[config.mk]
export PLATFORM = sky130hd
export DESIGN_NAME = plic_top
export DESIGN_NICKNAME = d
export VERILOG_FILES = /design/src/plic_pkg.sv /design/src/plic_cfg_if.sv /design/src/plic_gateway.sv /design/src/plic_regs.sv /design/src/plic_target.sv /design/src/plic_top.sv
export VERILOG_INCLUDE_DIRS = /design/src /design/src/src
export SDC_FILE = /design/constraint.sdc
export NUM_CORES = 1
export LEC_CHECK = 0
export BUFFER_PORTS_ARGS = -buffer_cell sky130_fd_sc_hd__buf_2
export CAP_MARGIN = 40
export CORE_ASPECT_RATIO = 1.5
export CORE_MARGIN = 3
export CORE_UTILIZATION = 50
export DETAILED_ROUTE_END_ITERATION = 16
export PLACE_DENSITY = 0.75
export SYNTH_ARGS = -nofsm -noshare
export SYNTH_HDL_FRONTEND = slang
export SYNTH_SLANG_ARGS = --single-unit
export TNS_END_PERCENT = 100
[constraint.sdc]
create_clock -name i_clk -period 22 [get_ports i_clk]
set_input_delay 3.3 -clock i_clk [delete_from_list [all_inputs] [get_ports i_clk]]
set_output_delay 3.3 -clock i_clk [all_outputs]
set_load 0.01 [all_outputs]
[src/plic_consts.svh]
// sizes and register map of the interrupt controller
// include wherever a count, a width or a bus address is needed

`ifndef PLIC_CONSTS_SVH
`define PLIC_CONSTS_SVH

`define PLIC_NSRC        16          // sources including the unused source 0
`define PLIC_NCTX        2           // interrupt targets
`define PLIC_CTX_W       1           // bits to index a context
`define PLIC_PRIO_W      3           // priority 0 means never
`define PLIC_ID_W        4
`define PLIC_ADDR_W      12          // byte address

`define PLIC_PRIO_BASE   12'h000     // one word per source
`define PLIC_PEND_ADDR   12'h080     // read only
`define PLIC_EN_BASE     12'h100
`define PLIC_THR_BASE    12'h200
`define PLIC_CLAIM_BASE  12'h204     // read claims, write completes
`define PLIC_CTX_STRIDE  12'h010     // per context step for enable, threshold, claim

`endif

[src/plic_pkg.sv]
// shared types of the interrupt controller
// modules pull these in with a wildcard import in their header

`include "plic_consts.svh"

package plic_pkg;

    typedef logic [`PLIC_ID_W-1:0]   plic_id_t;    // source id, 0 is no interrupt
    typedef logic [`PLIC_PRIO_W-1:0] plic_prio_t;
    typedef logic [`PLIC_CTX_W-1:0]  plic_ctx_t;

    // direction of a bus request
    typedef enum logic {
        OP_READ  = 1'b0,
        OP_WRITE = 1'b1
    } bus_op_e;

    // register region hit by a bus address
    typedef enum logic [2:0] {
        REG_PRIO,
        REG_PEND,
        REG_EN,
        REG_THR,
        REG_CLAIM,
        REG_NONE
    } plic_region_e;

endpackage

[src/plic_cfg_if.sv]
// configuration and claim/complete traffic between the register block
// and the interrupt logic (gateway and targets)

`include "plic_consts.svh"

interface plic_cfg_if import plic_pkg::*; ();

    // register block side
    plic_prio_t [`PLIC_NSRC-1:0] src_prio;
    logic [`PLIC_NSRC-1:0]       enable [`PLIC_NCTX];   // bit 0 always clear
    plic_prio_t                  threshold [`PLIC_NCTX];
    logic                        claim_stb;             // one cycle per claim read
    plic_id_t                    claim_id;
    logic                        complete_stb;          // one cycle per claim write
    plic_id_t                    complete_id;

    // interrupt logic side
    logic [`PLIC_NSRC-1:0]       pending;
    plic_id_t                    best_id [`PLIC_NCTX];  // registered winner per context

    modport regs (
        output src_prio, enable, threshold,
        output claim_stb, claim_id, complete_stb, complete_id,
        input  pending, best_id
    );

    modport core (
        input  src_prio, enable, threshold,
        input  claim_stb, claim_id, complete_stb, complete_id,
        output pending, best_id
    );

endinterface

[src/plic_gateway.sv]
// interrupt gateway: latches level requests into pending bits and tracks
// which sources are in service between claim and complete

`include "plic_consts.svh"

module plic_gateway (
    input  logic                  i_clk,
    input  logic                  i_nrst,
    input  logic [`PLIC_NSRC-1:0] i_irq_src,
    plic_cfg_if.core              cfg
);

    logic [`PLIC_NSRC-1:0] r_pending;
    logic [`PLIC_NSRC-1:0] r_in_service;

    always_ff @(posedge i_clk or negedge i_nrst) begin
        if (!i_nrst) begin
            r_pending    <= '0;
            r_in_service <= '0;
        end else begin
            // source 0 is never touched so both its bits stay clear
            for (int i = 1; i < `PLIC_NSRC; i++) begin
                if (i_irq_src[i] && (cfg.src_prio[i] != '0) && !r_in_service[i]) begin
                    r_pending[i] <= 1'b1;
                end
            end
            // a claim overrides a new request for the same source
            if (cfg.claim_stb && (cfg.claim_id != '0)) begin
                r_pending[cfg.claim_id]    <= 1'b0;
                r_in_service[cfg.claim_id] <= 1'b1;
            end
            if (cfg.complete_stb && (cfg.complete_id != '0)) begin
                r_in_service[cfg.complete_id] <= 1'b0;  // level re-latches a cycle later
            end
        end
    end

    assign cfg.pending = r_pending;

endmodule

[src/plic_regs.sv]
// register block: decodes single-cycle bus requests, keeps priority, enable
// and threshold, answers reads one cycle later and issues claim/complete strobes

`include "plic_consts.svh"

module plic_regs import plic_pkg::*; (
    input  logic                    i_clk,
    input  logic                    i_nrst,
    input  logic                    i_req_valid,
    input  bus_op_e                 i_req_write,
    input  logic [`PLIC_ADDR_W-1:0] i_req_addr,
    input  logic [31:0]             i_req_wdata,
    output logic                    o_rsp_valid,
    output logic [31:0]             o_rsp_rdata,
    plic_cfg_if.regs                cfg
);

    plic_region_e          region;
    plic_id_t              sel_src;
    plic_ctx_t             sel_ctx;
    logic                  is_read;
    logic                  is_write;
    logic [31:0]           rd_data;

    plic_prio_t [`PLIC_NSRC-1:0] r_prio;
    logic [`PLIC_NSRC-1:0]       r_enable [`PLIC_NCTX];
    plic_prio_t                  r_thr [`PLIC_NCTX];
    logic                        r_rsp_valid;
    logic [31:0]                 r_rdata;

    assign is_read  = i_req_valid && (i_req_write == OP_READ);
    assign is_write = i_req_valid && (i_req_write == OP_WRITE);

    // address decode, anything not matched below stays REG_NONE
    always_comb begin
        region  = REG_NONE;
        sel_src = '0;
        sel_ctx = '0;
        for (int s = 1; s < `PLIC_NSRC; s++) begin      // source 0 has no priority word
            if (int'(i_req_addr) == `PLIC_PRIO_BASE + 4 * s) begin
                region  = REG_PRIO;
                sel_src = plic_id_t'(s);
            end
        end
        if (i_req_addr == `PLIC_PEND_ADDR) begin
            region = REG_PEND;
        end
        for (int c = 0; c < `PLIC_NCTX; c++) begin
            if (int'(i_req_addr) == `PLIC_EN_BASE + c * `PLIC_CTX_STRIDE) begin
                region  = REG_EN;
                sel_ctx = plic_ctx_t'(c);
            end
            if (int'(i_req_addr) == `PLIC_THR_BASE + c * `PLIC_CTX_STRIDE) begin
                region  = REG_THR;
                sel_ctx = plic_ctx_t'(c);
            end
            if (int'(i_req_addr) == `PLIC_CLAIM_BASE + c * `PLIC_CTX_STRIDE) begin
                region  = REG_CLAIM;
                sel_ctx = plic_ctx_t'(c);
            end
        end
    end

    // read mux, fields are zero extended
    always_comb begin
        rd_data = '0;
        case (region)
            REG_PRIO:  rd_data[`PLIC_PRIO_W-1:0] = r_prio[sel_src];
            REG_PEND:  rd_data[`PLIC_NSRC-1:0]   = cfg.pending;
            REG_EN:    rd_data[`PLIC_NSRC-1:0]   = r_enable[sel_ctx];
            REG_THR:   rd_data[`PLIC_PRIO_W-1:0] = r_thr[sel_ctx];
            REG_CLAIM: rd_data[`PLIC_ID_W-1:0]   = cfg.best_id[sel_ctx];
            default:   rd_data = '0;
        endcase
    end

    always_ff @(posedge i_clk or negedge i_nrst) begin
        if (!i_nrst) begin
            r_prio      <= '0;
            r_enable    <= '{default: '0};
            r_thr       <= '{default: '0};
            r_rsp_valid <= 1'b0;
        end else begin
            r_rsp_valid <= is_read;               // every read answers next cycle
            if (is_write) begin
                case (region)
                    REG_PRIO: r_prio[sel_src]    <= i_req_wdata[`PLIC_PRIO_W-1:0];
                    REG_EN:   r_enable[sel_ctx]  <= {i_req_wdata[`PLIC_NSRC-1:1], 1'b0};
                    REG_THR:  r_thr[sel_ctx]     <= i_req_wdata[`PLIC_PRIO_W-1:0];
                    default:  ;                   // pending is read only
                endcase
            end
        end
    end

    always_ff @(posedge i_clk) begin
        if (is_read) begin
            r_rdata <= rd_data;
        end
    end

    assign o_rsp_valid = r_rsp_valid;
    assign o_rsp_rdata = r_rdata;

    assign cfg.src_prio  = r_prio;
    assign cfg.enable    = r_enable;
    assign cfg.threshold = r_thr;

    // a claim read hands out the winner seen at the request
    assign cfg.claim_stb    = is_read && (region == REG_CLAIM) && (cfg.best_id[sel_ctx] != '0);
    assign cfg.claim_id     = cfg.best_id[sel_ctx];
    assign cfg.complete_stb = is_write && (region == REG_CLAIM);
    assign cfg.complete_id  = i_req_wdata[`PLIC_ID_W-1:0];

endmodule

[src/plic_target.sv]
// per-context selection of the highest priority pending source above threshold
// winner is registered, so o_irq follows pending and config by one cycle

`include "plic_consts.svh"

module plic_target import plic_pkg::*; (
    input  logic                        i_clk,
    input  logic                        i_nrst,
    input  logic [`PLIC_NSRC-1:0]       i_pending,
    input  plic_prio_t [`PLIC_NSRC-1:0] i_src_prio,
    input  logic [`PLIC_NSRC-1:0]       i_enable,
    input  plic_prio_t                  i_threshold,
    output plic_id_t                    o_best_id,
    output logic                        o_irq
);

    plic_id_t   best_id;
    plic_prio_t best_prio;
    plic_id_t   r_best_id;

    // ascending scan with strict compare keeps the lowest id on a tie
    always_comb begin
        best_id   = '0;
        best_prio = '0;
        for (int i = 1; i < `PLIC_NSRC; i++) begin
            if (i_pending[i] && i_enable[i]
                    && (i_src_prio[i] > i_threshold)
                    && (i_src_prio[i] > best_prio)) begin
                best_id   = plic_id_t'(i);
                best_prio = i_src_prio[i];
            end
        end
    end

    always_ff @(posedge i_clk or negedge i_nrst) begin
        if (!i_nrst) begin
            r_best_id <= '0;
        end else begin
            r_best_id <= best_id;
        end
    end

    assign o_best_id = r_best_id;
    assign o_irq     = (r_best_id != '0);   // id 0 means nothing to take

endmodule

[src/plic_top.sv]
// top level of the interrupt controller with a plain single-cycle register bus
// read data returns one cycle after the request, writes give no response

`include "plic_consts.svh"

module plic_top import plic_pkg::*; (
    input  logic                    i_clk,
    input  logic                    i_nrst,
    input  logic [`PLIC_NSRC-1:0]   i_irq_src,      // bit 0 is unused
    input  logic                    i_req_valid,
    input  logic                    i_req_write,    // 1 for write
    input  logic [`PLIC_ADDR_W-1:0] i_req_addr,
    input  logic [31:0]             i_req_wdata,
    output logic                    o_rsp_valid,
    output logic [31:0]             o_rsp_rdata,
    output logic [`PLIC_NCTX-1:0]   o_irq
);

    plic_cfg_if u_cfg ();

    plic_regs u_regs (
        .i_clk       (i_clk),
        .i_nrst      (i_nrst),
        .i_req_valid (i_req_valid),
        .i_req_write (bus_op_e'(i_req_write)),
        .i_req_addr  (i_req_addr),
        .i_req_wdata (i_req_wdata),
        .o_rsp_valid (o_rsp_valid),
        .o_rsp_rdata (o_rsp_rdata),
        .cfg         (u_cfg.regs)
    );

    plic_gateway u_gateway (
        .i_clk     (i_clk),
        .i_nrst    (i_nrst),
        .i_irq_src (i_irq_src),
        .cfg       (u_cfg.core)
    );

    // one selector per context, winners go back to the register block
    for (genvar g = 0; g < `PLIC_NCTX; g++) begin : g_target
        plic_target u_target (
            .i_clk       (i_clk),
            .i_nrst      (i_nrst),
            .i_pending   (u_cfg.pending),
            .i_src_prio  (u_cfg.src_prio),
            .i_enable    (u_cfg.enable[g]),
            .i_threshold (u_cfg.threshold[g]),
            .o_best_id   (u_cfg.best_id[g]),
            .o_irq       (o_irq[g])
        );
    end

endmodule
==> impl_metrics.env <==
export IMPL_holdCritPathClass="register to register"
export IMPL_pwr_share_clk_pct=50.0
export IMPL_status="complete, no violations"
export IMPL_endpoint="g_target[0].u_target.o_best_id[2]$_DFF_PN0_"
export IMPL_synthFlopType="dfrtp_1"
export IMPL_ys_warn_count=0
export IMPL_synth_edf_count=16
export IMPL_hold_viol_final=0
export IMPL_crit_required_ns=22.35
export IMPL_whs_ns=0.3773
export IMPL_die_x_um=133.9
export IMPL_synth_avg_cell_area_sq_um=8.784
export IMPL_worst_slew_pin_slew_ns=0.9359
export IMPL_cap_violations=0
export IMPL_grt_usage_pct=30.07
export IMPL_placed_cell_area_sq_um=12850
export IMPL_synth_largest_area_cell="dfrtp_1"
export IMPL_regToRegSetupSlack_ns=1.81
export IMPL_ctsRootBufferMaster="clkbuf_16"
export IMPL_fin_crit_ns=20.19
export IMPL_crit_path_max_incr_delay_ns=0.77
export IMPL_worstSetupPathType="register to register"
export IMPL_cts_sinks=140
export IMPL_cts_resized=0
export IMPL_grt_max_degree=76
export IMPL_crit_top_cell="ha_1"
export IMPL_postCtsHoldBufs=0
export IMPL_power_leakage_nw=6.077
export IMPL_rsz0062_at_grt="no"
export IMPL_synth_seq_cells=140
export IMPL_fin_nets=1646
export IMPL_fin_cells=1780
export IMPL_fmax_ghz=0.04952
export IMPL_syn_area_sq_um=12260
export IMPL_antenna_cells=0
export IMPL_core_area_sq_um=23910
export IMPL_comb_power_share_pct=4.9
export IMPL_cts_setup_buffers=0
export IMPL_cts_made_buffers=17
export IMPL_via_count=11360
export IMPL_cp_end_kind="register"
export IMPL_synthToLayoutAreaGrowth_pct=9.611
export IMPL_clock_latency_ns=0.44
export IMPL_synth_top_cell_area_share_pct=25.30
export IMPL_htree_levels=4
export IMPL_p_switching_mw=0.1474
export IMPL_switching_share_pct=25.12
export IMPL_drtPass1Iterations=5
export IMPL_powerDensity_nw_per_um2=43.64
export IMPL_die_height_um=197.8
export IMPL_port_buffers=65
export IMPL_maxSlewViolCount=0
export IMPL_seq_power_share_pct=45.1
export IMPL_p_int_mw=0.4392
export IMPL_clock_skew_ns=0.008442
export IMPL_dp_cells=1748
export IMPL_hold_path_startpoint="u_regs.cfg.src_prio[1]$_DFFE_PN0P_"
export IMPL_relSlewSlack_pct=37.12
export IMPL_critPathLaunch="u_regs.cfg.threshold[4]$_DFFE_PN0P_"
export IMPL_drive_gt1_share_pct=15.61
export IMPL_synth_cell_types=94
export IMPL_path_clk_slew_ns=0.07
export IMPL_ys_top_cells_by_area="dfrtp_1 (25%), ha_1 (14%), mux2_2 (5.5%)"
export IMPL_place_hpwl_mm=29.44
export IMPL_grt_pass1_wl_mm=61.56
export IMPL_antenna_left=0
export IMPL_cp_max_fo=15
export IMPL_ioPinCount=99
export IMPL_cp_arrival_ns=20.54
export IMPL_remaining_drc_errors=0
export IMPL_r2r_start="u_regs.cfg.threshold[4]$_DFFE_PN0P_"
export IMPL_syn_inst=1396
export IMPL_rows=69
export IMPL_worstSetupStartpointType="register"
export IMPL_grt_ovfl_total=0
export IMPL_peakVddDrop_mv=0.05771
export IMPL_post_route_period_util_pct=91.78
export IMPL_fin_area_sq_um=13440
export IMPL_antenna_found_initial=0
export IMPL_first_global_vias=11310
export IMPL_viasPerCell=6.384
export IMPL_cts_tree="done"
export IMPL_critPathSlowestCell="nor3_1"
export IMPL_wl_per_cell_um=22.26
export IMPL_setup_viol=0
export IMPL_finalSetupTns_ns=0
export IMPL_totalWireLength_mm=39.63
export IMPL_ys_seq_area_share_pct=29.22
export IMPL_detail_route_iter0_violations=826
export IMPL_gp_congestion=0.9427
export IMPL_reg2regPathDepth=88
export IMPL_regToRegEndpoint="g_target[0].u_target.o_best_id[2]$_DFF_PN0_"
export IMPL_start_util_pct=51.28
export IMPL_clock_path_buffers=2
export IMPL_dieArea_sq_um=26480
export IMPL_async_flop_share_pct=88.57
==> cells by family after synthesis <==
kind of cell	count (synthesis)	synth area share (%)
other	1	0.03058
adders and majority gates	141	14.25
DFF	140	29.22
muxes	93	9.550
buffers and inverters	136	5.050
AOI/OAI and AO/OA	368	21.33
and+or+nand+nor	517	20.56
==> placed cells by master (no fill, tap or decap), types with 17 or more instances in the layout <==
| cell | n |
|---|---|
| nand2_1 | 139 |
| nor2_1 | 135 |
| ha_1 | 134 |
| dfrtp_1 | 124 |
| inv_1 | 75 |
| o21ai_0 | 75 |
| a21oi_1 | 68 |
| buf_2 | 64 |
| mux2_2 | 60 |
| nand3_1 | 57 |
| nor3_1 | 37 |
| a21o_1 | 33 |
| nor3b_1 | 24 |
| nor2b_1 | 23 |
| a31oi_1 | 20 |
| o211ai_1 | 20 |
| mux2i_1 | 18 |
| clkbuf_16 | 17 |
==> power by group through the flow <==
stage / sequential [mW] / clock, mW / combinational [mW]
CTS: 0.265 / 0.296 / 0.0288
detailed placement: 0.270 / 0 / 0.0287
global placement: 0.269 / 0 / 0.0281
global route: 0.265 / 0.307 / 0.0317
finish: 0.265 / 0.293 / 0.0288
floorplan: 0.270 / 0 / 0.0146
==> Yosys cell counts (6+ instances only) <==
cell and instances:
o211a_1 6, clkbuf_1 32, mux4_2 12, a31oi_1 20, nor3_1 40, and4_1 6
nand2b_1 9, nand3b_1 9, a21boi_0 6, o31ai_1 9, maj3_1 6, nor3b_1 24
and3_1 16, nand4_1 11, nor2b_1 24, nand3_1 57, mux2i_1 18, nand2_1 139
inv_1 75, buf_4 21, edfxtp_1 16, nor2_1 135, o21a_1 15, o22ai_1 7
ha_1 134, or2_2 9, a21oi_1 68, a311oi_1 11, a21o_1 33, o211ai_1 20
and2_1 15, dfrtp_1 124, a211oi_1 12, o21ai_0 75, mux2_2 60
==> per-layer routing <==
metal	GRT usage, %	routed length, um	share of wire (%)	vias to the layer above
li1	-	-	-	5279
met1	33.81	14890	38	5469
met2	52.73	19770	50	464
met3	4.067	2047	5.2	151
met4	20.40	2913	7.4	0
met5	0	0	0	-
==> registers in the layout, indices dropped and copies added (netlist names) <==
register	count
u_regs.o_rsp_rdata	16
u_regs.cfg.threshold	6
u_gateway.r_in_service	15
u_regs.o_rsp_valid	1
u_regs.cfg.enable	30
g_target.u_target.o_best_id	8
u_gateway.cfg.pending	16
u_regs.cfg.src_prio	48
==> how the worst min path moves through the flow <==
stage                                         endpoint  cells past startpoint
finish              u_regs.cfg.src_prio[1]$_DFFE_PN0P_                      0
detailed placement  u_regs.cfg.src_prio[0]$_DFFE_PN0P_                      0
floorplan           u_regs.cfg.src_prio[0]$_DFFE_PN0P_                      1
global placement    u_regs.cfg.src_prio[1]$_DFFE_PN0P_                      0
CTS                 u_regs.cfg.src_prio[1]$_DFFE_PN0P_                      0
global route        u_regs.cfg.src_prio[1]$_DFFE_PN0P_                      0
==> critical path: cells and delay by family, from the launching register on <==
| family | cells | cell delay [ns] |
|---|---|---|
| and+or+nand+nor | 35 | 6.22 |
| adders and majority gates | 16 | 4.70 |
| DFF | 1 | 0.39 |
| AOI/OAI and AO/OA | 30 | 6.49 |
| buffers and inverters | 2 | 0.38 |
| muxes | 5 | 1.87 |
==> metrics by stage <==
step	setup slack, ns	util [%]	total power [mW]
after detailed placement	2.140	53.74	0.2982
after CTS	2.079	56.21	0.5889
final	1.808	56.21	0.5866
after floorplan	4.571	-	0.2842
after global placement	2.623	53.62	0.2976
after global routing	0.6199	56.21	0.6033
==> layout make-up <==
cell class	count	area, sq um
clock buffer	20	466.7
clock inverter	12	123.9
fill	2173	10470
inverter	76	285.3
multi-input combinational	1135	8134
sequential	140	3583
tap	319	399.1
timing repair buffer	78	449.2
(Power assumes the default switching activity.)
